### src/exu_pkg.sv
`default_nettype none

package exu_pkg;

    localparam int xlen = 64;
    localparam int div_steps = 64;

    typedef logic [xlen-1:0] xlen_t;
    typedef logic [4:0] reg_idx_t;
    typedef logic [$clog2(div_steps)-1:0] step_cnt_t;

    typedef enum logic [5:0] {
        ADD, SUB, AND, OR, XOR, SLT, SLTU, SLL, SRL, SRA, MUL,
        LUI, AUIPC, JAL, JALR,
        BEQ, BNE, BLT, BGE, BLTU, BGEU,
        LB, LH, LW, LD, LBU, LHU, LWU,
        SB, SH, SW, SD,
        DIVU, REMU
    } op_e;

    typedef enum logic [2:0] {
        IDLE, EXEC, DIV, MEM_ADDR, MEM_RESP, WB
    } ctrl_state_e;

    // imm arrives already sign-extended from decode
    typedef struct packed {
        op_e      op;
        logic     use_imm;
        reg_idx_t rd;
        reg_idx_t rs1;
        reg_idx_t rs2;
        xlen_t    imm;
        xlen_t    pc;
    } uop_t;

    typedef struct packed {
        xlen_t    pc;
        xlen_t    dnpc;
        reg_idx_t rd;
        logic     we;
        xlen_t    wdata;
        xlen_t    st_addr;
        xlen_t    st_data;
    } retire_t;

    function automatic logic is_load(op_e op);
        return op inside {LB, LH, LW, LD, LBU, LHU, LWU};
    endfunction

    function automatic logic is_store(op_e op);
        return op inside {SB, SH, SW, SD};
    endfunction

    function automatic logic is_branch(op_e op);
        return op inside {BEQ, BNE, BLT, BGE, BLTU, BGEU};
    endfunction

    function automatic logic is_div(op_e op);
        return op inside {DIVU, REMU};
    endfunction

endpackage

`default_nettype wire
### src/exu_step_counter.sv
`timescale 1ns/1ps
`default_nettype none

module exu_step_counter import exu_pkg::*; (
    input  logic clk,
    input  logic rst_n,
    input  logic load,
    input  logic en,
    output logic last_step
);

    step_cnt_t count;

    always_ff @(posedge clk or negedge rst_n) begin
        if (!rst_n) begin
            count <= '0;
        end else if (load) begin
            count <= step_cnt_t'(div_steps - 1);
        end else if (en) begin
            count <= count - 1'b1;
        end
    end

    assign last_step = (count == '0);

endmodule

`default_nettype wire

### config.mk
export PLATFORM = sky130hd
export DESIGN_NAME = exu_step_counter
export DESIGN_NICKNAME = d
export VERILOG_FILES = /design/src/exu_pkg.sv /design/src/exu_step_counter.sv
export SDC_FILE = /design/constraint.sdc
export NUM_CORES = 1
export LEC_CHECK = 0
export ABC_AREA = 1
export BUFFER_PORTS_ARGS = -buffer_cell sky130_fd_sc_hd__buf_2
export CAP_MARGIN = 20
export CORE_AREA = 4 4 41 43
export DETAILED_ROUTE_END_ITERATION = 12
export DIE_AREA = 0 0 45 47
export GPL_ROUTABILITY_DRIVEN = 0
export GPL_TIMING_DRIVEN = 0
export SLEW_MARGIN = 5
export SYNTH_ARGS = -nofsm -noshare
export SYNTH_HDL_FRONTEND = slang
export SYNTH_SLANG_ARGS = --single-unit
### constraint.sdc
create_clock -name clk -period 1 [get_ports clk]
set_input_delay 0 -clock clk [delete_from_list [all_inputs] [get_ports clk]]
set_output_delay 0 -clock clk [all_outputs]
set_load 0.1 [all_outputs]
==> summary.md <==
| Metric | Value |
|---|---|
| Min-delay worst type | in2reg |
| Max incr delay on CP | 0.38 ns |
| Clock power share | 40.2% |
| First-pass GRT wire length | 1240 um |
| CP max FO | 2 |
| Slowest CP cell | dfrtp_1 |
| Hold path endpoint | count[0] |
| Crit path max-delay family | flip-flops |
| Max reg flops | 6 |
| Die extent in y | 47 um |
| Num CTS Buffers | 3 |
| Netlist Area Pre-Place | 333 sq um |
| RSZ-0062 raised after global routing | yes |
| Post-synth EDFFs | 0 |
| Crit path depth | 5 |
| Global route overflow | 0 |
| Post-DP HPWL | 477 um |
| Post-synth cell types | 14 |
| Pin count of the biggest net entering global routing | 7 |
| Status | complete, but fails checks |
| Switching power | 0.156 mW |
| Top post-synthesis cells by count | 7 x nand2_1, 6 x dfrtp_1, 5 x inv_1, 5 x nand3_1, 3 x nor2_2 |
| M2 GR Usage | 14.7% |
| Max clock buf depth | 2 |
| Synth warnings | 0 |
| Register share of total power | 43.3% |
| Area growth syn-to-layout | 72.6% |
| Number of buffers added on ports | 4 |
| WP data required | 1.00 ns |
| Worst slew margin | 82.2% |
| Power per cell area | 1020 nW/um^2 |
| DP Cell Count | 61 |
| Worst skew pair latency | 0.25 ns |
| Hold path start | load |
| Dominant cell type by area after synthesis | dfrtp_1 |
| Via count | 338 |
| Clk root buf | clkbuf_4 |
| Layout cell share with drive strength beyond 1 | 54.2% |
| Grt peak-use layer | met2 |
| Sw frac | 26.5% |
| R2r worst-path depth | 7 |
| Nets | 67 |
| Synth top area share | 45.1% |
| Cell row count | 13 |
| Final WL | 962 um |
| Reg-to-reg endpoint | count[5] |
| DR WL/cell | 13.0 um |
| Reg clk slew, reported paths | 0.04 ns |
| Vias per Instance | 4.57 |
| Slew @ Worst Pin | 0.267 ns |
| Crit end category | primary output |
| Asr flop ratio synth | 100% |
| Critical-path cell list | inv_2 -> ha_4 -> nand2_4 -> nor3_4 -> buf_12 |
| Peak Freq | 0.808 GHz |
| Final hold viol count | 0 |
| CP bufs+invs | 2 |
| Fin crit period | 1.24 ns |
| FF+latch count, synth | 6 |
| Net Count, Synth | 48 |
| Met3 GRT Util | 5.75% |
| Synthesized area per cell | 7.92 sq um |
| Num ports | 5 |
| Vias in the first global route | 303 |
| Failing checks | negative setup slack |
| Mapped Cells | 42 |
| DRT iter0 DRCs | 3 |
| Largest regs | count x6 |
| Initial antenna violation count | 0 |
| Die ar. | 2120 sq um |
| DP Worst Slack | -0.263 ns |
| Sequential share of the synthesized area | 45.1% |
| Worst Clk Skew | 0.00328 ns |
| Largest reg by FF count | count |
| Remaining antenna violation count | 0 |
| Max-Cap Viols | 0 |
| CP Launch Type | flop |
| Total Routing Usage GR | 9.16% |
| Critical path class | reg2out |
| Dominant synthesized flop cell | dfrtp_1 |
| ANT cells | 0 |
| H-Tree Depth | 1 |
| Arr. time, crit path | 1.24 ns |
| Most frequent cell after synthesis | nand2_1 |
| DR DRC count | 0 |
| Fin cells | 74 |
| Top cells by area, synth | dfrtp_1 45%, nand2_1 7.9%, ha_1 7.5% |
| CTS sink cnt | 6 |
| Reg2reg setup slack | -0.21 ns |
| Fin crit share | 124% |
| Max Slew Vio Count | 0 |
| Final WS setup | -0.237 ns |
| Worst VDD drop | 595 uV |
| Logic gate share of total power | 16.5% |
| Hold path depth | 3 |
| Initial Utilization | 25.6% |
| Final setup viols | 5 |
| Die X | 45 um |
| Leakage power | 0.274 nW |
| Met1 GRT Util | 8.37% |
| P_int | 0.432 mW |
| DRT Pass-1 Iters | 4 |
| CTS tree | done |
| Core Box Area | 1300 sq um |
| R2R Path Start | count[1] |
-- layout by cell type (no fill, tap or decap), types with 3 or more instances in the layout --
cell      n
nand3_1   3
nor2_4    3
nand2_1   5
clkbuf_4  3
buf_2     3
dfrtp_1   6
inv_1     4
inv_2     3
buf_4     7
-- cell families after synthesis --
logic type                 Yosys count  share of synthesized area (%)
DFF                                  6                           45.1
adders and majority gates            2                           7.52
AOI/OAI and AO/OA                    6                           9.02
and+or+nand+nor                     21                           30.5
buffers and inverters                7                           7.90
-- worst register-to-register path: cells and delay by family, from the launching register on --
| kind | cells | cell delay (ns) |
|---|---|---|
| simple gates | 5 | 0.50 |
| flops | 1 | 0.38 |
| buf+inv | 2 | 0.28 |
-- power by group through the flow --
stage	Sequential [mW]	Clock [mW]	Combinational, mW
5_1_grt	0.255	0.250	0.107
3_5_place_dp	0.259	0	0.0455
4_1_cts	0.254	0.233	0.0853
3_3_place_gp	0.259	0	0.0452
2_1_floorplan	0.258	0	0.0259
6_report	0.255	0.236	0.0969
-- area by class of cell --
class	instances	area, sq um
clock buffers	3	22.5
flip-flops and latches	6	150
multi-input cells	29	238
inverters	7	26.3
repair buffers	14	119
well taps	15	18.8
fillers	133	727
-- how the worst max path moves through the flow --
stage	startpoint	to	slack, ns
2_1_floorplan	count[2]	last_step	-0.40
3_3_place_gp	count[2]	last_step	-0.26
3_5_place_dp	count[2]	last_step	-0.26
4_1_cts	count[1]	last_step	-0.29
5_1_grt	count[1]	last_step	-0.28
6_report	count[1]	last_step	-0.24
-- stage by stage --
step / setup TNS [ns] / hold WS, ns / cell area, sq um / power [mW] / util (%)
finish: -0.722 / 0.0127 / 574 / 0.588 / 44.1
detailed placement: -0.340 / -0.165 / 383 / 0.305 / 29.4
floorplan: -0.403 / -0.296 / 344 / 0.284 / -
CTS: -0.436 / 0.0142 / 536 / 0.572 / 41.2
global route: -0.983 / 0.0390 / 574 / 0.612 / 44.1
global placement: -0.299 / -0.165 / 383 / 0.304 / 29.4
-- what timing repair did --
item	CTS	global route
endpoints found under the setup margin	4	7
hold buffers	2	0
pin swaps	2	5
gates resized for setup	14	9
endpoints found under the hold margin	7	0
buffers inserted	7	2
-- routing by layer --
layer | wire (um) | vias up
met4 | 22 | 0
met5 | 0 | -
li1 | - | 170
met2 | 531 | 8
met1 | 351 | 156
met3 | 56 | 4
No activity file was read; power rests on OpenSTA's default activity.
