$ cat src/exu_pkg.sv
`default_nettype none

package exu_pkg;

    localparam int xlen = 64;
    localparam int div_steps = 64;

    typedef logic [xlen-1:0] xlen_t;
    typedef logic [4:0] reg_idx_t;
    typedef logic [$clog2(div_steps)-1:0] step_cnt_t;

    typedef enum logic [5:0] {
        ADD, SUB, AND, OR, XOR, SLT, SLTU, SLL, SRL, SRA, MUL,
        LUI, AUIPC, JAL, JALR,
        BEQ, BNE, BLT, BGE, BLTU, BGEU,
        LB, LH, LW, LD, LBU, LHU, LWU,
        SB, SH, SW, SD,
        DIVU, REMU
    } op_e;

    typedef enum logic [2:0] {
        IDLE, EXEC, DIV, MEM_ADDR, MEM_RESP, WB
    } ctrl_state_e;

    // imm arrives already sign-extended from decode
    typedef struct packed {
        op_e      op;
        logic     use_imm;
        reg_idx_t rd;
        reg_idx_t rs1;
        reg_idx_t rs2;
        xlen_t    imm;
        xlen_t    pc;
    } uop_t;

    typedef struct packed {
        xlen_t    pc;
        xlen_t    dnpc;
        reg_idx_t rd;
        logic     we;
        xlen_t    wdata;
        xlen_t    st_addr;
        xlen_t    st_data;
    } retire_t;

    function automatic logic is_load(op_e op);
        return op inside {LB, LH, LW, LD, LBU, LHU, LWU};
    endfunction

    function automatic logic is_store(op_e op);
        return op inside {SB, SH, SW, SD};
    endfunction

    function automatic logic is_branch(op_e op);
        return op inside {BEQ, BNE, BLT, BGE, BLTU, BGEU};
    endfunction

    function automatic logic is_div(op_e op);
        return op inside {DIVU, REMU};
    endfunction

endpackage

`default_nettype wire
$ cat src/exu_regfile.sv
`timescale 1ns/1ps
`default_nettype none

module exu_regfile import exu_pkg::*; (
    input  logic     clk,
    input  logic     rst_n,
    input  reg_idx_t rs1,
    input  reg_idx_t rs2,
    input  reg_idx_t rd,
    input  logic     we,
    input  xlen_t    wdata,
    output xlen_t    rdata1,
    output xlen_t    rdata2
);

    xlen_t regs [32];

    // x0 is never written so it keeps its reset value of zero
    always_ff @(posedge clk or negedge rst_n) begin
        if (!rst_n) begin
            for (int i = 0; i < 32; i++) begin
                regs[i] <= '0;
            end
        end else if (we && rd != '0) begin
            regs[rd] <= wdata;
        end
    end

    assign rdata1 = regs[rs1];
    assign rdata2 = regs[rs2];

endmodule

`default_nettype wire

$ cat config.mk
export PLATFORM = sky130hd
export DESIGN_NAME = exu_regfile
export DESIGN_NICKNAME = d
export VERILOG_FILES = /design/src/exu_pkg.sv /design/src/exu_regfile.sv
export SDC_FILE = /design/constraint.sdc
export NUM_CORES = 2
export LEC_CHECK = 0
export BUFFER_PORTS_ARGS = -buffer_cell sky130_fd_sc_hd__buf_2
export CAP_MARGIN = 20
export CORE_MARGIN = 4
export CORE_UTILIZATION = 40
export DETAILED_ROUTE_END_ITERATION = 8
export GPL_TIMING_DRIVEN = 0
export HOLD_SLACK_MARGIN = 0.15
export PLACE_DENSITY_LB_ADDON = 0.05
export SYNTH_ARGS = -nofsm -noshare
export SYNTH_HDL_FRONTEND = slang
export SYNTH_SLANG_ARGS = --single-unit
$ cat constraint.sdc
create_clock -name clk -period 6.6 [get_ports clk]
set_input_delay 1.65 -clock clk [delete_from_list [all_inputs] [get_ports clk]]
set_output_delay 1.65 -clock clk [all_outputs]
set_load 0.005 [all_outputs]
==> results.md <==
| Quantity | Reported | Unit |
| --- | --- | --- |
| Clock tree from TritonCTS | done | - |
| Data arrival time of the critical path | 5.08 | ns |
| Worst hold path type | register to register | - |
| Overflow left after global routing | 0 | - |
| Number of vias per cell after detailed routing | 6.787 | - |
| Met2 usage | 56.24 | % |
| Final max-slew violation count | 0 | - |
| Maximum fanout along the worst path | 10 | - |
| Total routing usage reported by global routing | 39.00 | % |
| Horizontal die dimension | 526.9 | µm |
| Post-layout power | 39.58 | mW |
| Synth unique cells | 30 | - |
| Async set-or-reset flop fraction in the synthesized netlist | 100.0 | % |
| Largest net degree at the start of global routing | 160 | - |
| Pwr/cell area | 315.4 | nW/µm² |
| Synthesized flop and latch total | 2048 | - |
| Proportion of netlist area held by the largest area contributor | 47.58 | % |
| Post-Synthesis Mean Instance Area | 16.54 | µm² |
| Number of flip-flops under the largest register name | 2048 | - |
| Root Buffer Master | clkbuf_16 | - |
| DRT iter0 DRCs | 9426 | - |
| Vias in the first global route | 73905 | - |
| Number of CTS-inserted buffers | 240 | - |
| Setup TNS after final layout | -2.890 | ns |
| Data required time of the worst path | 4.95 | ns |
| Per-cell routed wire length | 50.18 | µm |
| Outcome | complete, but fails checks | - |
| Antenna-violating nets left | 0 | - |
| Number of I/O pins | 210 | - |
| Total of fill cells in the finished design | 23312 | - |
| Time the final worst path needs with I/O delays and setup | 6.735 | ns |
| Number of antenna violations at the first check in global routing | 56 | - |
| Synth Warn # | 0 | - |
| First-pass GRT wire length | 713900 | µm |
| Syn Inst Count | 6512 | - |
| Max Clk Rate | 0.1485 | GHz |
| Floorplan die area | 277600 | µm² |
| Share of the yosys chip area belonging to registers | 47.58 | % |
| Later-pin clock latency in the skew report | 0.92 | ns |
| Core ar. | 267900 | µm² |
| Largest registers | regs x2048 | - |
| Wire length reported by the detailed router | 547200 | µm |
| Number of failing hold endpoints at the final stage | 0 | - |
| Clock tree buffer depth | 4 | - |
| Synth top cells by count | mux2_2 (2151), dfrtp_1 (2048), mux4_2 (1145) | - |
| Number of standard-cell rows in the floorplan | 190 | - |
| Largest voltage drop on the vdd net | 0.2251 | mV |
| Global placement routability congestion | 0.9332 | - |
| Most repeated cell in the gate-level netlist after synthesis | mux2_2 | - |
| Footprint of the multi-input gates | 53380 | µm² |
| Static leakage | 54.21 | nW |
| Worst-case headroom to the max-slew limit | 12.49 | % |
| Via count | 74014 | - |
| Buffers on Ports | 201 | - |
| Global Route met1 Usage | 49.99 | % |
| Top cells by area in the synthesized netlist | dfrtp_1 (48%), mux4_2 (24%), mux2_2 (22%), clkbuf_1 (1.7%), mux2i_1 (1.3%) | - |
| Register ranked first by flip-flop count | regs | - |
| Post-CTS repair timing setup buffer count | 0 | - |
| Post-DP HPWL | 378600 | µm |
| Kind of end point of the critical path | output port | - |
| Layout overhead on the synthesized area | 16.49 | % |
| Nets@finish | 7220 | - |
| Total number of H-tree levels | 4 | - |
| Mapped cell area | 107700 | µm² |
| Clock slew seen by the registers of the worst setup and hold paths | 0.06 | ns |
| Final period util | 102.0 | % |
| Worst setup margin | -0.1345 | ns |
| Hold-fix buffers at CTS | 0 | - |
| EDFF count, synth | 0 | - |
| Crit Path Class | input port to output port | - |
| 1st-pass router iterations | 6 | - |
| Net count after synthesis | 6594 | - |
| Post_cts resized | 87 | - |
| Count of clock tree sinks | 2048 | - |
| Critical path launch point type | input port | - |
| Violations in the final reports | negative setup slack | - |
| Worst setup skew after layout | 0 | ns |
| Area leader, netlist | dfrtp_1 | - |
| Number of design rule violations left after detail routing | 0 | - |
| Grt peak-use layer | met2 | - |
| Max-cap check violation count | 0 | - |
| Flip-flop cell with the highest count after synthesis | dfrtp_1 | - |
| Die H | 526.9 | µm |
| Register area | 51250 | µm² |
| Met3 demand-to-capacity share in global routing | 12.73 | % |
| Initial cell density of the core | 40.20 | % |
| Final setup viols | 45 | - |
| Layout cell share with drive strength beyond 1 | 61.48 | % |
| Actual slew at the worst max-slew pin | 1.309 | ns |
-- metrics by stage --
stage	hold WS (ns)	setup WS, ns	area, µm²	utilization (%)	instances
3_5_place_dp	0.4629	-1.508	116900	43.64	10447
5_1_grt	0.4939	-0.002502	125400	46.81	10883
3_3_place_gp	0.4532	-44.72	113200	42.23	10265
4_1_cts	0.4822	0.001926	125300	46.76	10873
2_1_floorplan	0.4413	1.465	107700	-	6512
6_report	0.4777	-0.1345	125500	46.83	10905
-- final cells by class --
class / instances / area share [%]
antenna: 27 / 0.05385
buffer: 769 / 2.935
clock buffer: 368 / 5.763
clock inverter: 62 / 0.6442
inverter: 1 / 0.002992
multi-input combinational: 3690 / 42.55
sequential: 2048 / 40.85
tap: 3552 / 3.542
timing repair buffer: 388 / 3.667
-- cell usage in the layout (no fill, tap or decap), types with 60 or more instances in the layout --
master,netlist,routed
mux2_2,2151,2151
buf_12,0,61
buf_8,0,90
mux4_2,1145,1145
mux2i_1,144,144
buf_2,218,405
clkbuf_8,0,68
clkbuf_16,0,243
clkbuf_1,487,417
clkbuf_2,0,119
dfrtp_1,2048,2048
o22ai_1,60,60
-- worst max-delay path, stage by stage --
cell      delay (ns)
buf_2           0.56
buf_4           0.28
buf_4           0.43
buf_4           0.43
buf_4           0.54
mux2i_1         0.19
a221oi_2        0.67
buf_2           0.24
-- kinds of logic (layout without fill, tap and decap cells) --
group                  Yosys count  count (layout)  share of synthesized area [%]
buffers and inverters          774            1588                          3.080
AND/OR/NAND/NOR                 94              94                         0.4449
multiplexers                  3440            3440                          47.77
AO/OA/AOI/OAI                  156             156                          1.121
flip-flops                    2048            2048                          47.58
other                            0              27                              0
-- metal layers --
layer	up-vias	routed length [µm]
li1	26821	-
met2	4748	233600
met5	-	115
met3	1460	58570
met4	16	46550
met1	40969	208400
-- power by group --
group | internal [mW] | switching, mW
Sequential | 15.0 | 1.81
Combinational | 4.94 | 3.91
Clock | 8.17 | 5.79
-- final timing paths --
path / startpoint / endpoint / slack (ns) / depth (start not counted)
min in group asynchronous: rst_n / regs[1528] / 0.84 / 2
worst max register to register: regs[1892] / regs[1892] / 5.79 / 1
worst min register to register: regs[2003] / regs[2003] / 0.48 / 1
worst min-delay path: regs[2003] / regs[2003] / 0.48 / 1
worst max-delay path: rs1[2] / rdata1[18] / -0.13 / 8
max in group asynchronous: rst_n / regs[919] / 0.87 / 9
No activity file was read; power rests on OpenSTA's default activity.
