--- config.mk ---
export PLATFORM = sky130hd
export DESIGN_NAME = exu_ctrl
export DESIGN_NICKNAME = d
export VERILOG_FILES = /design/src/exu_pkg.sv /design/src/exu_ctrl.sv
export SDC_FILE = /design/constraint.sdc
export NUM_CORES = 1
export LEC_CHECK = 0
export ABC_AREA = 1
export ABC_CLOCK_PERIOD_IN_PS = 1550
export CAP_MARGIN = 10
export CORE_AREA = 2 2 63 65
export DETAILED_ROUTE_END_ITERATION = 16
export DIE_AREA = 0 0 65 67
export DONT_BUFFER_PORTS = 1
export GPL_TIMING_DRIVEN = 0
export HOLD_SLACK_MARGIN = 0.15
export SETUP_SLACK_MARGIN = 0.5
export SLEW_MARGIN = 20
export SYNTH_ARGS = -nofsm -noshare
export SYNTH_HDL_FRONTEND = slang
export SYNTH_SLANG_ARGS = --single-unit
--- constraint.sdc ---
create_clock -name clk -period 1.55 [get_ports clk]
set_input_delay 0.2325 -clock clk [delete_from_list [all_inputs] [get_ports clk]]
set_output_delay 0.2325 -clock clk [all_outputs]
set_load 0.05 [all_outputs]
--- src/exu_pkg.sv ---
`default_nettype none

package exu_pkg;

    localparam int xlen = 64;
    localparam int div_steps = 64;

    typedef logic [xlen-1:0] xlen_t;
    typedef logic [4:0] reg_idx_t;
    typedef logic [$clog2(div_steps)-1:0] step_cnt_t;

    typedef enum logic [5:0] {
        ADD, SUB, AND, OR, XOR, SLT, SLTU, SLL, SRL, SRA, MUL,
        LUI, AUIPC, JAL, JALR,
        BEQ, BNE, BLT, BGE, BLTU, BGEU,
        LB, LH, LW, LD, LBU, LHU, LWU,
        SB, SH, SW, SD,
        DIVU, REMU
    } op_e;

    typedef enum logic [2:0] {
        IDLE, EXEC, DIV, MEM_ADDR, MEM_RESP, WB
    } ctrl_state_e;

    // imm arrives already sign-extended from decode
    typedef struct packed {
        op_e      op;
        logic     use_imm;
        reg_idx_t rd;
        reg_idx_t rs1;
        reg_idx_t rs2;
        xlen_t    imm;
        xlen_t    pc;
    } uop_t;

    typedef struct packed {
        xlen_t    pc;
        xlen_t    dnpc;
        reg_idx_t rd;
        logic     we;
        xlen_t    wdata;
        xlen_t    st_addr;
        xlen_t    st_data;
    } retire_t;

    function automatic logic is_load(op_e op);
        return op inside {LB, LH, LW, LD, LBU, LHU, LWU};
    endfunction

    function automatic logic is_store(op_e op);
        return op inside {SB, SH, SW, SD};
    endfunction

    function automatic logic is_branch(op_e op);
        return op inside {BEQ, BNE, BLT, BGE, BLTU, BGEU};
    endfunction

    function automatic logic is_div(op_e op);
        return op inside {DIVU, REMU};
    endfunction

endpackage

`default_nettype wire
--- src/exu_ctrl.sv ---
`timescale 1ns/1ps
`default_nettype none

module exu_ctrl import exu_pkg::*; (
    input  logic clk,
    input  logic rst_n,
    input  logic in_valid,
    input  uop_t in_uop,
    input  logic last_step,
    input  logic mem_done,
    output logic in_ready,
    output logic uop_load,
    output logic cnt_load,
    output logic div_start,
    output logic div_step,
    output logic lsu_start,
    output logic rf_we,
    output logic retire_valid
);

    ctrl_state_e state;
    ctrl_state_e state_next;
    op_e         op_q;
    logic        div_first;

    always_comb begin
        state_next = state;
        case (state)
            IDLE:     if (in_valid) state_next = EXEC;
            EXEC: begin
                if (is_div(op_q)) begin
                    state_next = DIV;
                end else if (is_load(op_q) || is_store(op_q)) begin
                    state_next = MEM_ADDR;
                end else begin
                    state_next = WB;
                end
            end
            DIV:      if (!div_first && last_step) state_next = WB;
            MEM_ADDR: state_next = MEM_RESP;
            MEM_RESP: if (mem_done) state_next = WB;
            default:  state_next = IDLE;
        endcase
    end

    // first DIV cycle captures operands, the rest are the 64 steps
    always_ff @(posedge clk or negedge rst_n) begin
        if (!rst_n) begin
            state     <= IDLE;
            div_first <= 1'b0;
        end else begin
            state     <= state_next;
            div_first <= (state == EXEC) && is_div(op_q);
        end
    end

    always_ff @(posedge clk) begin
        if (uop_load) begin
            op_q <= in_uop.op;
        end
    end

    assign in_ready     = (state == IDLE);
    assign uop_load     = in_valid && in_ready;
    assign cnt_load     = (state == DIV) && div_first;
    assign div_start    = (state == DIV) && div_first;
    assign div_step     = (state == DIV) && !div_first;
    assign lsu_start    = (state == MEM_ADDR);
    assign rf_we        = (state == WB) && !is_branch(op_q) && !is_store(op_q);
    assign retire_valid = (state == WB);

endmodule

`default_nettype wire

==> metrics.cfg <==
[sta]
fin_crit_ns = 1.97
slew_headroom = 0.484
clock_skew_ns = 0.00390
drv_slew = 0
hold_viol_final = 0
worstMarginPinSlew_ns = 0.772
setup_slack_ns = -0.422
post-route-period-util = 1.27
setup_viol_count_final = 11
rsz0062_at_grt = true
fmax_ghz = 0.507
finalSetupTns_ns = -2.47
whs_ns = 0.215

[routing]
drt_first_pass_iters = 4
vias = 484
drt.antenna.violating_nets = 0
routed_wl_um = 1330
drt_iter0_drc = 17
wl_per_cell_um = 9.88
drcViolationCount = 0
vias_per_cell = 3.59

[synthesis]
synth_ff_type = edfxtp_1
synth_nets = 217
async_reset_ff_frac = 0.400
yosysUniqueCellTypes = 16
synthCells = 62
syn_area_per_cell_sq_um = 8.31
synth_top_area_cell = edfxtp_1
synth_edf_count = 6
synth.top_cells.by_count = nand2_1 (12), nor2_1 (12), inv_1 (9)
synth-seq-cells = 10
ys_seq_area_frac = 0.544
synthTopCellsByArea = edfxtp_1 (35%), dfrtp_1 (19%), nand2_1 (8.7%), nor2_1 (8.7%), inv_1 (6.6%)
syn_area_sq_um = 515
yosys_warnings = 0
synth_top_cell_area_share = 0.350

[min_path]
worstHoldPathType = primary input to register
worstHoldEndpoint = state[2]
min_path_cells = 3
hp-start = mem_done

[outcome]
violations = setup timing
status = complete, but fails checks

[cts]
insertion_delay_ns = 0.23
path_clk_slew_ns = 0.04
clockBufferDepth = 2
cts_tree = yes
clockRootBuffer = clkbuf_8
numCtsBuffers = 3
cts.sinks = 10
htreeDepth = 1

[floorplanning]
initial_core_util = 0.143
dieArea_sq_um = 4360
rows = 22
ioPinCount = 163
die_h_um = 67
die_w_um = 65
core-area_sq_um = 3610

[power]
share_comb_of_total_power = 0.590
p_per_area_nw_per_um2 = 1720
switchingPower_uw = 734
leakagePower_uw = 0.000397
power.internal_uw = 891
ir_worst_vdd_uv = 879
swShare = 0.452
seq_power_share = 0.249
pwr-share-clk = 0.161

[grt]
grt_max_degree = 8
globalRoute.totalOverflow = 0
grt_pass1_vias = 494
antenna_found_initial = 0
grt_util_all_layers = 0.0674
grt_first_pass_wirelength_um = 2190

[layout]
diodes = 0
drive_gt1_frac = 0.448
post-route-util = 0.262
final_nets = 243
area_delta_synth_final_pct = 83.3

[setup_path]
slowest_delay_ns = 0.57
ff2ff_setup_slack_ns = -0.22
r2r_start = state[2]
endpoint_kind = output port
crit_path_max_fanout = 2
startpoint_type = register
crit_required_ns = 1.32
r2r-end = op_q[2]
path_cells = nor3_4 > o21ai_2 > a21oi_4
cp_data_arrival_time_ns = 1.74
critPathSlowestCell = nor3_4
worst-r2r-cell-count = 4
critPathKind = register to output port

[placed_design]
hpwl_um = 909
globalplace.congestion = 0.715
portBuffers = 0

[flow_run]
cap_violations = 0

==> flip-flops by register name, summed over array words and instances, names as in the netlist <==
register and count:
op_q 6, div_first 1, state 3
==> through the flow <==
stage | setup slack, ns | instance area (sq um) | std cells | total power, uW
6_report | -0.422 | 945 | 135 | 1630
3_3_place_gp | -0.267 | 644 | 110 | 1030
3_5_place_dp | -0.291 | 644 | 110 | 1040
2_1_floorplan | -0.154 | 584 | 62 | 970
4_1_cts | -0.451 | 850 | 127 | 1470
5_1_grt | -0.515 | 945 | 135 | 1740
==> worst max path at each step <==
stage | from | end | depth (start not counted)
after floorplan | state[2] | rf_we | 5
after global placement | state[2] | rf_we | 5
after detailed placement | state[2] | rf_we | 5
after CTS | state[1] | rf_we | 3
after global routing | state[2] | rf_we | 5
final | state[1] | rf_we | 3
==> metal layers <==
| layer | part of all wire | vias to the layer above | track usage |
|---|---|---|---|
| met5 | 0 | - | 0 |
| met2 | 0.51 | 19 | 0.111 |
| met4 | 0.0060 | 0 | 0.0266 |
| li1 | - | 251 | - |
| met1 | 0.43 | 212 | 0.0801 |
| met3 | 0.061 | 2 | 0.0236 |
==> cell usage in the layout, fill, tap and decap left out, drive strengths merged <==
cell / synthesis / routed
nor3: 4 / 4
nand3: 4 / 4
inv: 10 / 10
clkbuf: 0 / 3
nand2: 13 / 13
buf: 2 / 16
edfxtp: 6 / 6
a21o: 1 / 1
o21ai: 1 / 1
a21oi: 4 / 4
nor4: 1 / 1
clkinv: 0 / 1
dfrtp: 4 / 4
dlygate4sd3: 0 / 7
nor2: 12 / 12
==> cells by family (layout without fill, tap and decap cells) <==
family | after synthesis | count (layout) | share of synthesized area
simple gates | 34 | 34 | 0.277
buf+inv | 12 | 37 | 0.109
flops | 10 | 10 | 0.544
compound gates | 6 | 6 | 0.0704
==> area by class of cell <==
type | instances | area, sq um
well taps | 48 | 60.1
clock buffers | 3 | 41.3
fillers | 372 | 2660
repair buffers | 21 | 201
multi-input cells | 40 | 287
flip-flops and latches | 10 | 282
inverters | 10 | 47.5
clock inverters | 1 | 3.75
plain buffers | 2 | 22.5
==> power groups by stage <==
stage | logic, uW | registers [uW] | clock network, uW
finish | 958 | 405 | 261
global route | 1040 | 416 | 290
CTS | 803 | 397 | 271
detailed placement | 642 | 401 | 0
floorplan | 574 | 396 | 0
global placement | 629 | 401 | 0
==> worst max-delay path: cells and delay by family, from the launching register on <==
family,cells,cell delay (ns)
simple gates,1,0.57
compound gates,2,0.52
flops,1,0.43
==> timing repair <==
| action | CTS | global route |
|---|---|---|
| hold buffers | 7 | 0 |
| setup buffers | 6 | 8 |
| setup endpoints to repair | 17 | 18 |
| pin swaps | 5 | 5 |
| hold endpoints to repair | 10 | 0 |
| gates resized for setup | 12 | 10 |
Note: power is estimated with default switching activity, not from simulation.
