===== src/axi_lite_pkg.sv =====
`default_nettype none

package axi_lite_pkg;

    typedef logic [63:0] axi_addr_t;
    typedef logic [63:0] axi_data_t;
    typedef logic [7:0]  axi_strb_t;
    typedef logic [1:0]  axi_resp_t;

    // master to slave
    typedef struct packed {
        logic      awvalid;
        axi_addr_t awaddr;
        logic      wvalid;
        axi_data_t wdata;
        axi_strb_t wstrb;
        logic      bready;
        logic      arvalid;
        axi_addr_t araddr;
        logic      rready;
    } axil_req_t;

    // slave to master
    typedef struct packed {
        logic      awready;
        logic      wready;
        logic      bvalid;
        axi_resp_t bresp;
        logic      arready;
        logic      rvalid;
        axi_data_t rdata;
        axi_resp_t rresp;
    } axil_rsp_t;

endpackage

`default_nettype wire


===== src/exu_pkg.sv =====
`default_nettype none

package exu_pkg;

    localparam int xlen = 64;
    localparam int div_steps = 64;

    typedef logic [xlen-1:0] xlen_t;
    typedef logic [4:0] reg_idx_t;
    typedef logic [$clog2(div_steps)-1:0] step_cnt_t;

    typedef enum logic [5:0] {
        ADD, SUB, AND, OR, XOR, SLT, SLTU, SLL, SRL, SRA, MUL,
        LUI, AUIPC, JAL, JALR,
        BEQ, BNE, BLT, BGE, BLTU, BGEU,
        LB, LH, LW, LD, LBU, LHU, LWU,
        SB, SH, SW, SD,
        DIVU, REMU
    } op_e;

    typedef enum logic [2:0] {
        IDLE, EXEC, DIV, MEM_ADDR, MEM_RESP, WB
    } ctrl_state_e;

    // imm arrives already sign-extended from decode
    typedef struct packed {
        op_e      op;
        logic     use_imm;
        reg_idx_t rd;
        reg_idx_t rs1;
        reg_idx_t rs2;
        xlen_t    imm;
        xlen_t    pc;
    } uop_t;

    typedef struct packed {
        xlen_t    pc;
        xlen_t    dnpc;
        reg_idx_t rd;
        logic     we;
        xlen_t    wdata;
        xlen_t    st_addr;
        xlen_t    st_data;
    } retire_t;

    function automatic logic is_load(op_e op);
        return op inside {LB, LH, LW, LD, LBU, LHU, LWU};
    endfunction

    function automatic logic is_store(op_e op);
        return op inside {SB, SH, SW, SD};
    endfunction

    function automatic logic is_branch(op_e op);
        return op inside {BEQ, BNE, BLT, BGE, BLTU, BGEU};
    endfunction

    function automatic logic is_div(op_e op);
        return op inside {DIVU, REMU};
    endfunction

endpackage

`default_nettype wire

===== src/exu_lsu.sv =====
`timescale 1ns/1ps
`default_nettype none

module exu_lsu import exu_pkg::*; import axi_lite_pkg::*; (
    input  logic      clk,
    input  logic      rst_n,
    input  logic      start,
    input  op_e       op,
    input  xlen_t     addr,
    input  xlen_t     store_data,
    output xlen_t     load_value,
    output logic      mem_done,
    output axil_req_t m_axi_req,
    input  axil_rsp_t m_axi_rsp
);

    logic      aw_valid_q;
    logic      w_valid_q;
    logic      b_ready_q;
    logic      ar_valid_q;
    logic      r_ready_q;
    axi_addr_t addr_q;
    axi_data_t wdata_q;
    axi_strb_t strb_q;
    axi_data_t rdata_q;
    axi_strb_t strb_base;
    op_e       op_q;
    logic [2:0] off_q;
    xlen_t     lane;

    always_comb begin
        case (op)
            SB:      strb_base = 8'h01;
            SH:      strb_base = 8'h03;
            SW:      strb_base = 8'h0f;
            default: strb_base = 8'hff;
        endcase
    end

    // aw and w complete independently, b/r ready held until the response
    always_ff @(posedge clk or negedge rst_n) begin
        if (!rst_n) begin
            aw_valid_q <= 1'b0;
            w_valid_q  <= 1'b0;
            b_ready_q  <= 1'b0;
            ar_valid_q <= 1'b0;
            r_ready_q  <= 1'b0;
        end else if (start) begin
            aw_valid_q <= is_store(op);
            w_valid_q  <= is_store(op);
            b_ready_q  <= is_store(op);
            ar_valid_q <= is_load(op);
            r_ready_q  <= is_load(op);
        end else begin
            if (m_axi_rsp.awready) aw_valid_q <= 1'b0;
            if (m_axi_rsp.wready)  w_valid_q  <= 1'b0;
            if (m_axi_rsp.bvalid)  b_ready_q  <= 1'b0;
            if (m_axi_rsp.arready) ar_valid_q <= 1'b0;
            if (m_axi_rsp.rvalid)  r_ready_q  <= 1'b0;
        end
    end

    always_ff @(posedge clk) begin
        if (start) begin
            addr_q  <= {addr[xlen-1:3], 3'b000};
            wdata_q <= store_data << {addr[2:0], 3'b000};
            strb_q  <= strb_base << addr[2:0];
            off_q   <= addr[2:0];
            op_q    <= op;
        end
        if (r_ready_q && m_axi_rsp.rvalid) begin
            rdata_q <= m_axi_rsp.rdata;
        end
    end

    assign mem_done = (b_ready_q && m_axi_rsp.bvalid) || (r_ready_q && m_axi_rsp.rvalid);

    always_comb begin
        m_axi_req.awvalid = aw_valid_q;
        m_axi_req.awaddr  = addr_q;
        m_axi_req.wvalid  = w_valid_q;
        m_axi_req.wdata   = wdata_q;
        m_axi_req.wstrb   = strb_q;
        m_axi_req.bready  = b_ready_q;
        m_axi_req.arvalid = ar_valid_q;
        m_axi_req.araddr  = addr_q;
        m_axi_req.rready  = r_ready_q;
    end

    // move the addressed lane down to bit 0
    assign lane = rdata_q >> {off_q, 3'b000};

    always_comb begin
        case (op_q)
            LB:      load_value = {{56{lane[7]}}, lane[7:0]};
            LH:      load_value = {{48{lane[15]}}, lane[15:0]};
            LW:      load_value = {{32{lane[31]}}, lane[31:0]};
            LBU:     load_value = {56'b0, lane[7:0]};
            LHU:     load_value = {48'b0, lane[15:0]};
            LWU:     load_value = {32'b0, lane[31:0]};
            default: load_value = lane;
        endcase
    end

endmodule

`default_nettype wire


===== config.mk =====
export PLATFORM = sky130hd
export DESIGN_NAME = exu_lsu
export DESIGN_NICKNAME = d
export VERILOG_FILES = /design/src/axi_lite_pkg.sv /design/src/exu_pkg.sv /design/src/exu_lsu.sv
export SDC_FILE = /design/constraint.sdc
export NUM_CORES = 1
export LEC_CHECK = 0
export BUFFER_PORTS_ARGS = -buffer_cell sky130_fd_sc_hd__buf_4
export CAP_MARGIN = 20
export CORE_AREA = 8 8 178 180
export CTS_BUF_LIST = sky130_fd_sc_hd__clkbuf_16
export DETAILED_ROUTE_END_ITERATION = 10
export DIE_AREA = 0 0 186 188
export GPL_TIMING_DRIVEN = 0
export PLACE_DENSITY = 0.76
export SLEW_MARGIN = 30
export SYNTH_ARGS = -nofsm -noshare
export SYNTH_HDL_FRONTEND = slang
export SYNTH_SLANG_ARGS = --single-unit

===== constraint.sdc =====
create_clock -name clk -period 3.13 [get_ports clk]
set_clock_uncertainty 0.2 [all_clocks]
set_input_delay 0.4695 -clock clk [delete_from_list [all_inputs] [get_ports clk]]
set_output_delay 0.4695 -clock clk [all_outputs]
set_load 0.01 [all_outputs]

==> impl_results.md <==
- Failing checks: negative setup slack
- Max Fclk: between 0.2 and 0.3 GHz
- Crit path max fanout: 10
- CP dominant cell by count: buf_8
- YS warnings: 0
- Sequential-to-total area share from yosys stat: roughly 56%
- Hold Startpoint: m_axi_rsp[70]
- Grt ovf: 0
- Fin nets: 1809
- CTS tree: built
- R2R Path Start: r_ready_q$_DFFE_PN0P_
- Vias per cell: around 5.5
- Hold Path Depth: 3
- NetSw: around 2300 uW
- Share of post-route cells with drive strength above 1: between 40% and 50%
- Comb power frac: 23.7%
- Worst skew pair latency: 530 ps
- Io pins: 480
- Crit-path cells: mux2i_1, mux4_2, or4_4, buf_8, buf_8, o211ai_1, buf_4
- DRT iter0 DRCs: slightly above 1000
- GR Util All Layers: between 20 and 30%
- Crit path largest cell delay: around 540 ps
- Mapped Cells: between 900 and 1000
- GPL Wtd Cong: between 0.9 and 1
- Register bit total from synthesis: between 200 and 250
- Crit path buf inv count: 3
- WL final: between 50000 and 60000 um
- Setup crit start kind: register
- Total power draw: ~8600 uW
- FF-to-FF setup slack: between 1500 and 2000 ps
- Synth unique cells: 46
- Max-slew headroom: between 30% and 40%
- DRT Pass-1 Iters: 6
- RR Endpoint: rdata_q[51]$_DFFE_PP_
- Initial Util: roughly two fifths
- WS Path Type: register to output pin
- Reg power frac: around two fifths
- Final worst slack: -466 ps
- Min Hold Slack: 46.7 ps
- CTS clk-pin slew, worst paths: 60 ps
- Hold Path Class: input pin to register
- Final core utilization: roughly 62%
- Clock root cell: clkbuf_16
- Die width: ~190 um
- Int Power: 6300 uW
- Part of the cycle the worst path needs: 115%
- Final hold vios: 0
- Port buffer count: between 400 and 500
- Row count: 63
- CP max-delay cell: mux4_2
- Vias: around 11000
- Tmin final: between 3000 and 4000 ps
- Core footprint: 0.0290 mm^2
- # Max-Cap Violations: 0
- Finished Layout Cells: around 2000
- Drc violations: 0
- DP Cell Count: between 1500 and 2000
- Syn Area/Cell: between 10 and 15 um^2
- Dpl hpwl: roughly 37000 um
- Pwr dens: between 400 and 500 mW/mm^2
- Cell Area, Synth: roughly 0.011 mm^2
- Bufs on Longest Clock Path: 3
- Leak pwr: between 0.007 and 0.008 uW
- First-pass GRT wire length: ~73000 um
- Drt wl/cell: ~25 um
- Die Area: 0.0350 mm^2
- Routed Antenna Nets: 0
- Clock network power share: 36.8%
- H-tree depth: 1
- CP top delay family: multiplexers
- RSZ-0062 raised after global routing: yes
- Post-Place Worst Slack: -406 ps
- Die height: between 150 and 200 um
- Worst Path Arrival: about 3000 ps
- Peak supply drop: 0.410 mV
- CTS Buf Count: 26
- Final-report max-slew violation count: 0
- Count of final setup violators: 49
- Sw frac: between 20% and 30%
- Hold Path End: b_ready_q$_DFFE_PN0P_
- Reg2reg path depth: 2
- Crit path capture type: output pin
- Worst Path Required: about 2500 ps
- Initial antenna violation count: 0
- Vias in the first global route: 11400
- Largest net degree at the start of global routing: a little under 80
- Status: finished, violations left
- Clock Sinks: 211
- Layout area overhead: 58.4%
- Slew at the pin with the worst max-slew slack: 909 ps
state kept, by name, summed over array words and instances (netlist names), 3 cells and up:
signal   flops
rdata_q     64
wdata_q     64
addr_q      61
strb_q       8
op_q         6
off_q        3
cell usage after synthesis (all sizes together):
cell type  number  area, um^2
edfxtp        206        6190
a211o           6        52.6
o21bai          1        7.51
nand3b          2        15.0
nand3          21         105
nor3            1        5.00
nand4          33         206
dfrtp           5         125
a31oi           8        50.1
mux2i         118        1180
and3            3        18.8
and4            2        17.5
xor2            2        17.5
or4             1        11.3
conb            1        3.75
nand4b          1        8.76
a21boi          1        7.51
or2             3        18.8
a21oi          33         165
o21ai          50         250
nor2b          21         131
or3             1        6.26
nand2b          8        50.1
a22o            1        8.76
o211ai         15         113
nor2           56         210
mux4           17         383
mux2           33         372
a32o            1        10.0
and4b           1        10.0
a21o            1        7.51
clkbuf         46         173
o22ai          16         100
o32ai           1        8.76
and2           10        62.6
o2bb2ai        22         193
nand2          85         319
inv             4        15.0
buf           103         702
a221oi          1        8.76
a22oi           3        22.5
cell families (layout without fill, tap and decap cells):
logic type             count (synthesis)  in the layout  synth area share [%]
AO/OA/AOI/OAI                        160            160                  8.85
XOR/XNOR                               2              2                 0.154
buffers and inverters                153            818                  7.83
flip-flops                           211            211                  55.6
multiplexers                         168            168                  17.0
other                                  1              7                0.0330
AND/OR/NAND/NOR                      249            249                  10.5
worst max-delay path by stage:
stage | start | endpoint | slack, ps | cells after the start
2_1_floorplan | m_axi_rsp[66] | mem_done | 270 | 2
3_3_place_gp | off_q[0]$_DFFE_PP_ | load_value[39] | -490 | 9
3_5_place_dp | off_q[0]$_DFFE_PP_ | load_value[39] | -410 | 9
4_1_cts | off_q[2]$_DFFE_PP_ | load_value[24] | -450 | 8
5_1_grt | off_q[2]$_DFFE_PP_ | load_value[24] | -500 | 8
6_report | rdata_q[63]$_DFFE_PP_ | load_value[24] | -470 | 7
routing by layer:
metal  up-vias  track usage (%)  wire [um]
met5         -                0          0
met4         0             9.35       1790
met3       118             8.36       5570
met2       662             48.8      25700
met1      5388             31.2      17800
li1       4783                -          -
cell type report:
class,count,area (um^2)
Clock inverter,16,206
Clock buffer,27,676
Buffer,148,991
Tap cell,390,488
Timing Repair Buffer,623,5070
Multi-Input combinational cell,585,4230
Inverter,4,17.5
Fill cell,2329,11000
Antenna cell,1,2.50
Sequential cell,211,6310
per-stage QoR:
step | cell area [um^2] | setup TNS [ps]
floorplan | 11400 | 0
global placement | 15400 | -23060
detailed placement | 15400 | -9580
CTS | 17900 | -15380
global route | 18000 | -19310
finish | 18000 | -15880
timing repair:
item | 4_1_cts | 5_1_grt
hold endpoints to repair | 143 | 0
setup buffers | 5 | 8
hold buffers | 139 | 0
setup endpoints to repair | 63 | 58
pin swaps | 2 | 2
resized for setup | 61 | 19
placed cells by master, fill, tap and decap left out, types with 5 or more instances in the layout:
| master | instances |
|---|---|
| buf_6 | 10 |
| nand2b_1 | 7 |
| buf_4 | 556 |
| a211o_1 | 6 |
| mux2i_1 | 118 |
| nand3_1 | 20 |
| clkbuf_2 | 13 |
| nand4_1 | 33 |
| a21oi_1 | 33 |
| dlygate4sd3_1 | 139 |
| clkinv_2 | 5 |
| o22ai_1 | 16 |
| a31oi_1 | 7 |
| nor2_1 | 54 |
| bufinv_16 | 5 |
| conb_1 | 6 |
| buf_8 | 5 |
| mux2_2 | 32 |
| nand2_1 | 85 |
| o211ai_1 | 15 |
| dfrtp_1 | 5 |
| buf_1 | 10 |
| nor2b_1 | 20 |
| edfxtp_1 | 206 |
| o2bb2ai_1 | 22 |
| o21ai_0 | 48 |
| clkbuf_4 | 6 |
| mux4_2 | 17 |
| clkbuf_16 | 27 |
| clkbuf_1 | 28 |
| and2_1 | 9 |
worst register-to-register path, delay by kind of cell (launching register included):
family,cells,cell delay [ps]
buffers and inverters,1,280
flip-flops,1,360
AND/OR/NAND/NOR,1,440
power groups by stage:
stage	Combinational, uW	Sequential (uW)	Clock, uW
after floorplan	721	3510	0
after global placement	1800	3450	0
after detailed placement	1830	3450	0
after CTS	2000	3400	3200
after global routing	2150	3430	3320
final	2040	3410	3170
Power figures use the tool's default switching activity.
