File: src/exu_pkg.sv
`default_nettype none

package exu_pkg;

    localparam int xlen = 64;
    localparam int div_steps = 64;

    typedef logic [xlen-1:0] xlen_t;
    typedef logic [4:0] reg_idx_t;
    typedef logic [$clog2(div_steps)-1:0] step_cnt_t;

    typedef enum logic [5:0] {
        ADD, SUB, AND, OR, XOR, SLT, SLTU, SLL, SRL, SRA, MUL,
        LUI, AUIPC, JAL, JALR,
        BEQ, BNE, BLT, BGE, BLTU, BGEU,
        LB, LH, LW, LD, LBU, LHU, LWU,
        SB, SH, SW, SD,
        DIVU, REMU
    } op_e;

    typedef enum logic [2:0] {
        IDLE, EXEC, DIV, MEM_ADDR, MEM_RESP, WB
    } ctrl_state_e;

    // imm arrives already sign-extended from decode
    typedef struct packed {
        op_e      op;
        logic     use_imm;
        reg_idx_t rd;
        reg_idx_t rs1;
        reg_idx_t rs2;
        xlen_t    imm;
        xlen_t    pc;
    } uop_t;

    typedef struct packed {
        xlen_t    pc;
        xlen_t    dnpc;
        reg_idx_t rd;
        logic     we;
        xlen_t    wdata;
        xlen_t    st_addr;
        xlen_t    st_data;
    } retire_t;

    function automatic logic is_load(op_e op);
        return op inside {LB, LH, LW, LD, LBU, LHU, LWU};
    endfunction

    function automatic logic is_store(op_e op);
        return op inside {SB, SH, SW, SD};
    endfunction

    function automatic logic is_branch(op_e op);
        return op inside {BEQ, BNE, BLT, BGE, BLTU, BGEU};
    endfunction

    function automatic logic is_div(op_e op);
        return op inside {DIVU, REMU};
    endfunction

endpackage

`default_nettype wire
File: src/exu_divider.sv
`timescale 1ns/1ps
`default_nettype none

module exu_divider import exu_pkg::*; (
    input  logic  clk,
    input  logic  rst_n,
    input  logic  start,
    input  logic  step,
    input  xlen_t dividend,
    input  xlen_t divisor,
    output xlen_t quotient,
    output xlen_t remainder
);

    xlen_t       quo_q;
    xlen_t       rem_q;
    xlen_t       dvs_q;
    logic [xlen:0] shifted;
    xlen_t       diff;
    logic        fits;

    // partial remainder needs one extra bit before the compare
    assign shifted = {rem_q, quo_q[xlen-1]};
    assign fits    = shifted >= {1'b0, dvs_q};
    // result is below the divisor whenever it is kept
    assign diff    = shifted[xlen-1:0] - dvs_q;

    // quo_q shifts dividend bits out the top and quotient bits in at the bottom
    always_ff @(posedge clk or negedge rst_n) begin
        if (!rst_n) begin
            quo_q <= '0;
            rem_q <= '0;
            dvs_q <= '0;
        end else if (start) begin
            quo_q <= dividend;
            rem_q <= '0;
            dvs_q <= divisor;
        end else if (step) begin
            quo_q <= {quo_q[xlen-2:0], fits};
            rem_q <= fits ? diff : shifted[xlen-1:0];
        end
    end

    assign quotient  = quo_q;
    assign remainder = rem_q;

endmodule

`default_nettype wire

File: config.mk
export PLATFORM = sky130hd
export DESIGN_NAME = exu_divider
export DESIGN_NICKNAME = d
export VERILOG_FILES = /design/src/exu_pkg.sv /design/src/exu_divider.sv
export SDC_FILE = /design/constraint.sdc
export NUM_CORES = 1
export LEC_CHECK = 0
export ABC_AREA = 1
export BUFFER_PORTS_ARGS = -buffer_cell sky130_fd_sc_hd__clkbuf_2
export CORE_MARGIN = 2
export CORE_UTILIZATION = 50
export DETAILED_ROUTE_END_ITERATION = 16
export HOLD_SLACK_MARGIN = 0.02
export MAX_ROUTING_LAYER = met4
export PLACE_DENSITY = 0.73
export SYNTH_ARGS = -nofsm -noshare
export SYNTH_HDL_FRONTEND = slang
export SYNTH_SLANG_ARGS = --single-unit
File: constraint.sdc
create_clock -name clk -period 4.6 [get_ports clk]
set_input_delay 0.23 -clock clk [delete_from_list [all_inputs] [get_ports clk]]
set_output_delay 0.23 -clock clk [all_outputs]
set_load 0.01 [all_outputs]
==> flow_metrics.tcl, run 1 <==
set metrics [dict create \
    postSynthCellCount 2264 \
    synthArstFlopShare 1.000 \
    synth_warnings 0 \
    worstSetupEndpoint "remainder[61]" \
    via_per_inst 5.096 \
    grt_pass1_vias 15540 \
    final_common_cell "nand2_1" \
    layout_common_cells "848 x nand2_1, 472 x inv_1, 257 x clkbuf_2" \
    syn_area_um2 14470 \
    rsz0062_at_grt "false" \
    clkTransAtPathRegs_ns 0.08 \
    cts_buffer_depth 2 \
    chipHeight_um 174.1 \
    grtUsageTotal 0.3558 \
    drt_iter0_drc 1304 \
    synth_nets 2461 \
    drive_gt1_frac 0.1312 \
    fin_worst_skew_ns 0.02184 \
    post-route-util 0.6234 \
    end_kind "flip-flop" \
    p_comb_frac 0.218 \
    via_count 15320 \
    synth_area_per_cell_um2 6.391 \
    r2r_end "remainder[61]" \
    cts_setup_buffers 0 \
    p_int_mw 2.986 \
    maxSlewViolCount 0 \
    first_pass_iters 6 \
    area_growth_pct 23.31 \
    io_pins 260 \
    swShare 0.3217 \
    nNetsFinal 2806 \
    setup_tns_ns 0 \
    grt-ovfl-total 0 \
    postRouteAntennaNets 0 \
    hold_violations 0 \
    hold_slack_ns 0.03347 \
    tightest_slew_ns 0.9723 \
    numPortBuffers 259 \
    clockPowerShare 0.357 \
    grt_max_degree 106 \
    seq_area_frac_synth 0.3320 \
    ys_seq_elements 192 \
    die_w_um 174.1 \
    drc 0 \
    hp-class "input pin to flip-flop" \
    critPathKind "flip-flop to flip-flop" \
    outcome "finished clean" \
    setup_violations 0 \
    synth_edf_count 0 \
    setup.worst_path.start_class "flip-flop" \
    design.core.area_um2 28630 \
    power_density_nw_per_um2 246.8 \
    dieArea_um2 30320 \
    start_util 0.5055 \
    fin_crit_sh 0.6997 \
    max_freq_ghz 0.3107 \
    htree_levels 4 \
    cp_max_fo 39 \
    cts_tree "built" \
    worst_slew_margin_rel 0.3518 \
    cts.sinks 192 \
    switchingPower_mw 1.417 \
    period_minus_slack_ns 3.219 \
    antenna_cells 0 \
    r2r_cells 15 \
    timing.rr.start "remainder[51]" \
    worstPathArrival_ns 3.63 \
    wire_per_inst_um 17.13 \
    cts_root_buf "clkbuf_16" \
    antenna_found_initial 0 \
    cp-startpoint "remainder[51]" \
    clk_latency_ns 0.47 \
    yosysUniqueCellTypes 39 \
    reg2reg_slack_ns 1.38 \
    irDropWorstVdd_uv 303.5 \
    hpwl_mm 37.95 \
    cts_resized 0 \
    grt_pass1_wl_mm 82.04 \
    wl_mm 51.48 \
    p_leak_nw 10.35 \
    p_seq_frac 0.425 \
    postCtsHoldBufs 123 \
    synth_ff_type "dfrtp_1" \
    gp_congestion 1.004 \
    drv_cap 0 \
    cts-buffers-inserted 17 \
    cp_data_required_time_ns 5.01 \
    std_cell_rows 62 \
]
worst max-delay path, stage by stage, from the launching register on:
cell and delay (ns):
dfrtp_1 0.43, ha_1 0.45, nand2_1 0.13, nor2_1 0.27
nand2_1 0.18, nor2_1 0.13, nand2_1 0.06, nor2_1 0.13
nand2_1 0.08, nand3_2 0.09, nor2_4 0.04, nand2_2 0.59
nand2_2 0.33, nand2_1 0.14, nand2_1 0.06, nand2_1 0.06
stage by stage:
step	power (mW)	setup slack (ns)	area (µm²)	std cells
after floorplan	2.414	2.465	14470	2264
after global placement	2.730	1.348	16010	2851
after detailed placement	2.745	1.380	16010	2851
after CTS	4.395	1.351	17840	3006
after global routing	4.605	1.119	17840	3006
final	4.403	1.381	17840	3006
layout make-up:
class	instances	area [µm²]
tap	384	480.5
fill	2678	10780
clock inverter	14	172.7
timing repair buffer	392	2643
sequential	192	4805
inverter	486	1824
multi-input combinational	1520	7490
clock buffer	18	429.2
synth_stat cells (all sizes together) (2+ instances only):
| cell type | number | area [µm²] |
|---|---|---|
| nand3b | 34 | 255.2 |
| xnor2 | 30 | 262.8 |
| o21bai | 8 | 60.06 |
| nand4 | 15 | 93.84 |
| nand2 | 860 | 3263 |
| and2 | 6 | 37.54 |
| buf | 24 | 214.0 |
| clkinv | 4 | 15.01 |
| o21ai | 110 | 550.5 |
| o211ai | 2 | 15.01 |
| clkbuf | 42 | 157.7 |
| nor3 | 11 | 60.06 |
| ha | 64 | 800.8 |
| inv | 482 | 1809 |
| dfrtp | 192 | 4805 |
| nor2 | 117 | 484.2 |
| a21oi | 50 | 250.2 |
| o221ai | 60 | 525.5 |
| a22oi | 2 | 15.01 |
| nand3 | 145 | 735.7 |
layer usage:
| layer | GRT usage | wire length (µm) |
|---|---|---|
| met1 | 0.4359 | 21930 |
| met2 | 0.6036 | 24870 |
| met3 | 0.04593 | 2908 |
| met4 | 0.1282 | 1776 |
| met5 | - | 0 |
kinds of logic (layout without fill, tap and decap cells):
group	Yosys count	count (layout)	share of synthesized area
compound gates	233	233	0.09840
mux	1	1	0.0007782
simple gates	1190	1190	0.3415
buf+inv	552	910	0.1518
flops	192	192	0.3320
fa+ha+maj	65	65	0.05672
xor+xnor	31	31	0.01876
worst min path at each step:
stage,from,to,slack (ns),cells past startpoint
3_5_place_dp,rst_n,dvs_q[17],0.39,1
2_1_floorplan,rst_n,dvs_q[0],-0.07,0
6_report,divisor[61],dvs_q[61],0.03,3
3_3_place_gp,rst_n,dvs_q[17],0.39,1
5_1_grt,divisor[47],dvs_q[47],0.03,3
4_1_cts,divisor[47],dvs_q[47],0.02,3
registers in the layout (all words and copies together), names as in the netlist:
name	cells
quotient	64
remainder	64
dvs_q	64
power by group through the flow:
stage / sequential, mW / combinational (mW) / clock (mW)
after floorplan: 1.92 / 0.493 / 0
after global placement: 1.90 / 0.834 / 0
after detailed placement: 1.90 / 0.849 / 0
after CTS: 1.87 / 0.934 / 1.60
after global routing: 1.88 / 1.07 / 1.66
final: 1.87 / 0.960 / 1.57
Note: power is estimated with default switching activity, not from simulation.
==> run 2: changes to the inputs <==
--- a/config.mk
+++ b/config.mk
@@ -5,14 +5,14 @@
 export SDC_FILE = /design/constraint.sdc
 export NUM_CORES = 1
 export LEC_CHECK = 0
-export ABC_AREA = 1
+export ABC_AREA = 0
 export BUFFER_PORTS_ARGS = -buffer_cell sky130_fd_sc_hd__clkbuf_2
 export CORE_MARGIN = 2
 export CORE_UTILIZATION = 50
 export DETAILED_ROUTE_END_ITERATION = 16
 export HOLD_SLACK_MARGIN = 0.02
 export MAX_ROUTING_LAYER = met4
-export PLACE_DENSITY = 0.73
+export PLACE_DENSITY = 0.74
 export SYNTH_ARGS = -nofsm -noshare
 export SYNTH_HDL_FRONTEND = slang
 export SYNTH_SLANG_ARGS = --single-unit
==> constraint.sdc (replaced) <==
create_clock -name clk -period 3.1 [get_ports clk]
set_input_delay 0.155 -clock clk [delete_from_list [all_inputs] [get_ports clk]]
set_output_delay 0.155 -clock clk [all_outputs]
set_load 0.01 [all_outputs]
==> flow_metrics.tcl, run 2 <==
set metrics [dict create \
    synth_area_leader_cell "dfrtp_1" \
    final_common_cell "nand2_1" \
    cp_data_required_time_ns 3.39 \
    critPathBufInv 3 \
    post-route-util 0.7210 \
    hp-class "input pin to flip-flop" \
    antenna_cells 0 \
    min_delay_path_depth 3 \
    maxSlewViolCount 0 \
    seq_area_frac_synth 0.3738 \
    irDropWorstVdd_uv 328.5 \
    drive_gt1_frac 0.3017 \
    synth_top_area_share 0.3738 \
    swShare 0.3907 \
    synthArstFlopShare 1.000 \
    grt_max_degree 105 \
    grt_pass1_wl_mm 66.67 \
    muxShareOfSynthArea 0.05480 \
    postRouteAntennaNets 0 \
    die_w_um 164.3 \
    syn_area_um2 12850 \
    synth_edf_count 0 \
    clk_latency_ns 0.45 \
    htree_levels 4 \
    io_pins 260 \
    outcome "complete, but fails checks" \
    start_util 0.5105 \
    crit_path_top_delay_cell "dfrtp_1" \
    cts_tree "built" \
    gp_congestion 0.9335 \
    synth.most_common_cell "nand2_1" \
    synth_common_cells "279 x nand2_1, 192 x dfrtp_1, 172 x o21ai_0" \
    cts-buffers-inserted 17 \
    dieArea_um2 27010 \
    tightest_slew_ns 0.7634 \
    place_ws_ns -0.1782 \
    crit_family "compound AO/OA/AOI/OAI gates" \
    area_growth_pct 41.24 \
    first_pass_iters 6 \
    setup_violations 2 \
    drv_cap 0 \
    cts_buffer_depth 2 \
    synth_fa_ha_area_frac 0.06385 \
    layout_setup_ws_ns -0.03431 \
    std_cell_rows 58 \
    drc 0 \
    power_density_nw_per_um2 516.5 \
    wl_mm 43.74 \
    crit_path_cell_trace "inv_2 > ha_4 > a21oi_4 > o21ai_2 > a221o_1 > a21o_1 > a311o_1 > or3_4 > o21ba_4 > buf_12 > buf_6 > nand4_1 > o221ai_1" \
    synthXorXnorAreaFrac 0.03475 \
    via_count 13570 \
    end_kind "flip-flop" \
    violations "setup timing" \
    timing.rr.start "dvs_q[52]" \
    r2r_cells 13 \
    p_seq_frac 0.314 \
    grtUsageTotal 0.3212 \
    r2r_end "remainder[60]" \
    n_fill_cell 1874 \
    antenna_found_initial 0 \
    rsz0062_at_grt "true" \
    design.core.area_um2 25180 \
    layout_common_cells "271 x nand2_1, 256 x clkbuf_2, 192 x dfrtp_1" \
    synth-simple-area-share 0.1775 \
    yosysUniqueCellTypes 67 \
    worst_slew_margin_rel 0.4905 \
    chipHeight_um 164.3 \
    postSynthCellCount 1530 \
    cp_max_fo 6 \
    max_freq_ghz 0.3190 \
    cts_root_buf "clkbuf_16" \
    cp_slowest_stage_delay_ns 0.38 \
    switchingPower_mw 3.664 \
    p_int_mw 5.714 \
    grt_pass1_vias 13170 \
    ys_seq_elements 192 \
    synth_ff_type "dfrtp_1" \
    worstPathArrival_ns 3.43 \
    hpwl_mm 29.89 \
    clockPowerShare 0.249 \
    via_per_inst 5.739 \
    synth_top_family_by_area "compound AO/OA/AOI/OAI gates" \
    grt-ovfl-total 0 \
    synth_nets 1727 \
    holdPathEnd "quotient[63]" \
    setup.worst_path.start_class "flip-flop" \
    nNetsFinal 2219 \
    p_comb_frac 0.437 \
    drt_iter0_drc 1271 \
    clkTransAtPathRegs_ns 0.08 \
    hold_path.startpoint "dividend[63]" \
    hold_violations 0 \
    p_leak_nw 8.747 \
    reg2reg_slack_ns -0.03 \
    numPortBuffers 259 \
    fin_worst_skew_ns 0.01565 \
    synth_compound_area_frac 0.2337 \
    dp.cells 2186 \
    wire_per_inst_um 18.50 \
    synth_warnings 0 \
    synth_area_per_cell_um2 8.402 \
    period_minus_slack_ns 3.134 \
    final_cells 2365 \
    fin_crit_sh 1.011 \
    synth_area_leaders "dfrtp_1 37%, nand2_1 8.1%, o21ai_0 6.7%" \
    cts.sinks 192 \
    critPathKind "flip-flop to flip-flop" \
]
==> run 2: through the flow <==
| step | total power [mW] | setup TNS, ns | hold slack (ns) | cell area (µm²) |
|---|---|---|---|---|
| after floorplan | 5.117 | -0.0008611 | -0.1406 | 12890 |
| after global placement | 6.472 | -3.186 | 0.1475 | 15530 |
| after detailed placement | 6.520 | -6.224 | 0.1429 | 15530 |
| after CTS | 9.010 | -0.03279 | 0.02200 | 17520 |
| after global routing | 9.867 | -1.603 | 0.07219 | 18160 |
| final | 9.378 | -0.03665 | 0.1035 | 18160 |
==> run 2: cell type report <==
class / count / area [µm²] / area share
Tap cell: 330 / 412.9 / 0.02274
Clock buffer: 18 / 439.2 / 0.02419
Clock inverter: 14 / 182.7 / 0.01006
Timing Repair Buffer: 577 / 4202 / 0.2314
Sequential cell: 192 / 4805 / 0.2646
Inverter: 85 / 319.1 / 0.01757
Multi-Input combinational cell: 1149 / 7796 / 0.4294
==> run 2: repair_timing <==
action                                  4_1_cts  5_1_grt
buffers inserted                              1       18
endpoints found under the hold margin       173        1
gates cloned                                  0        2
resized for setup                            19       98
hold buffers                                127        1
endpoints found under the setup margin       65       64
pin swaps                                     3       38
==> run 2: worst max-delay path by stage <==
stage | slack (ns) | startpoint | cells after the start | end
after detailed placement | -0.18 | dvs_q[20] | 13 | remainder[38]
after global routing | -0.09 | dvs_q[20] | 13 | remainder[33]
after floorplan | -0.0009 | remainder[54] | 13 | remainder[3]
final | -0.03 | dvs_q[52] | 13 | remainder[60]
after global placement | -0.13 | remainder[19] | 12 | remainder[1]
after CTS | -0.02 | remainder[49] | 12 | remainder[60]
==> run 2: metal layers <==
metal	global-route usage	share of wire
met1	0.4000	0.43
met2	0.5276	0.47
met3	0.04066	0.061
met4	0.1368	0.039
met5	-	0
==> run 2: power by group through the flow <==
stage               Combinational, mW  Sequential (mW)  Clock (mW)
floorplan                        2.08             3.04           0
global placement                 3.51             2.96           0
detailed placement               3.55             2.97           0
CTS                              3.74             2.92        2.35
global route                     4.44             2.97        2.45
finish                           4.10             2.94        2.34
==> run 2: cells by family after synthesis <==
group | count (synthesis)
compound gates | 437
xor+xnor | 51
fa+ha+maj | 65
buf+inv | 189
flops | 192
mux | 70
simple gates | 526
==> run 2: tightest hold or removal path, delay by kind of cell <==
family	cells	cell delay [ns]
AOI/OAI and AO/OA	1	0.20
buffers and inverters	1	0.07
and+or+nand+nor	1	0.04
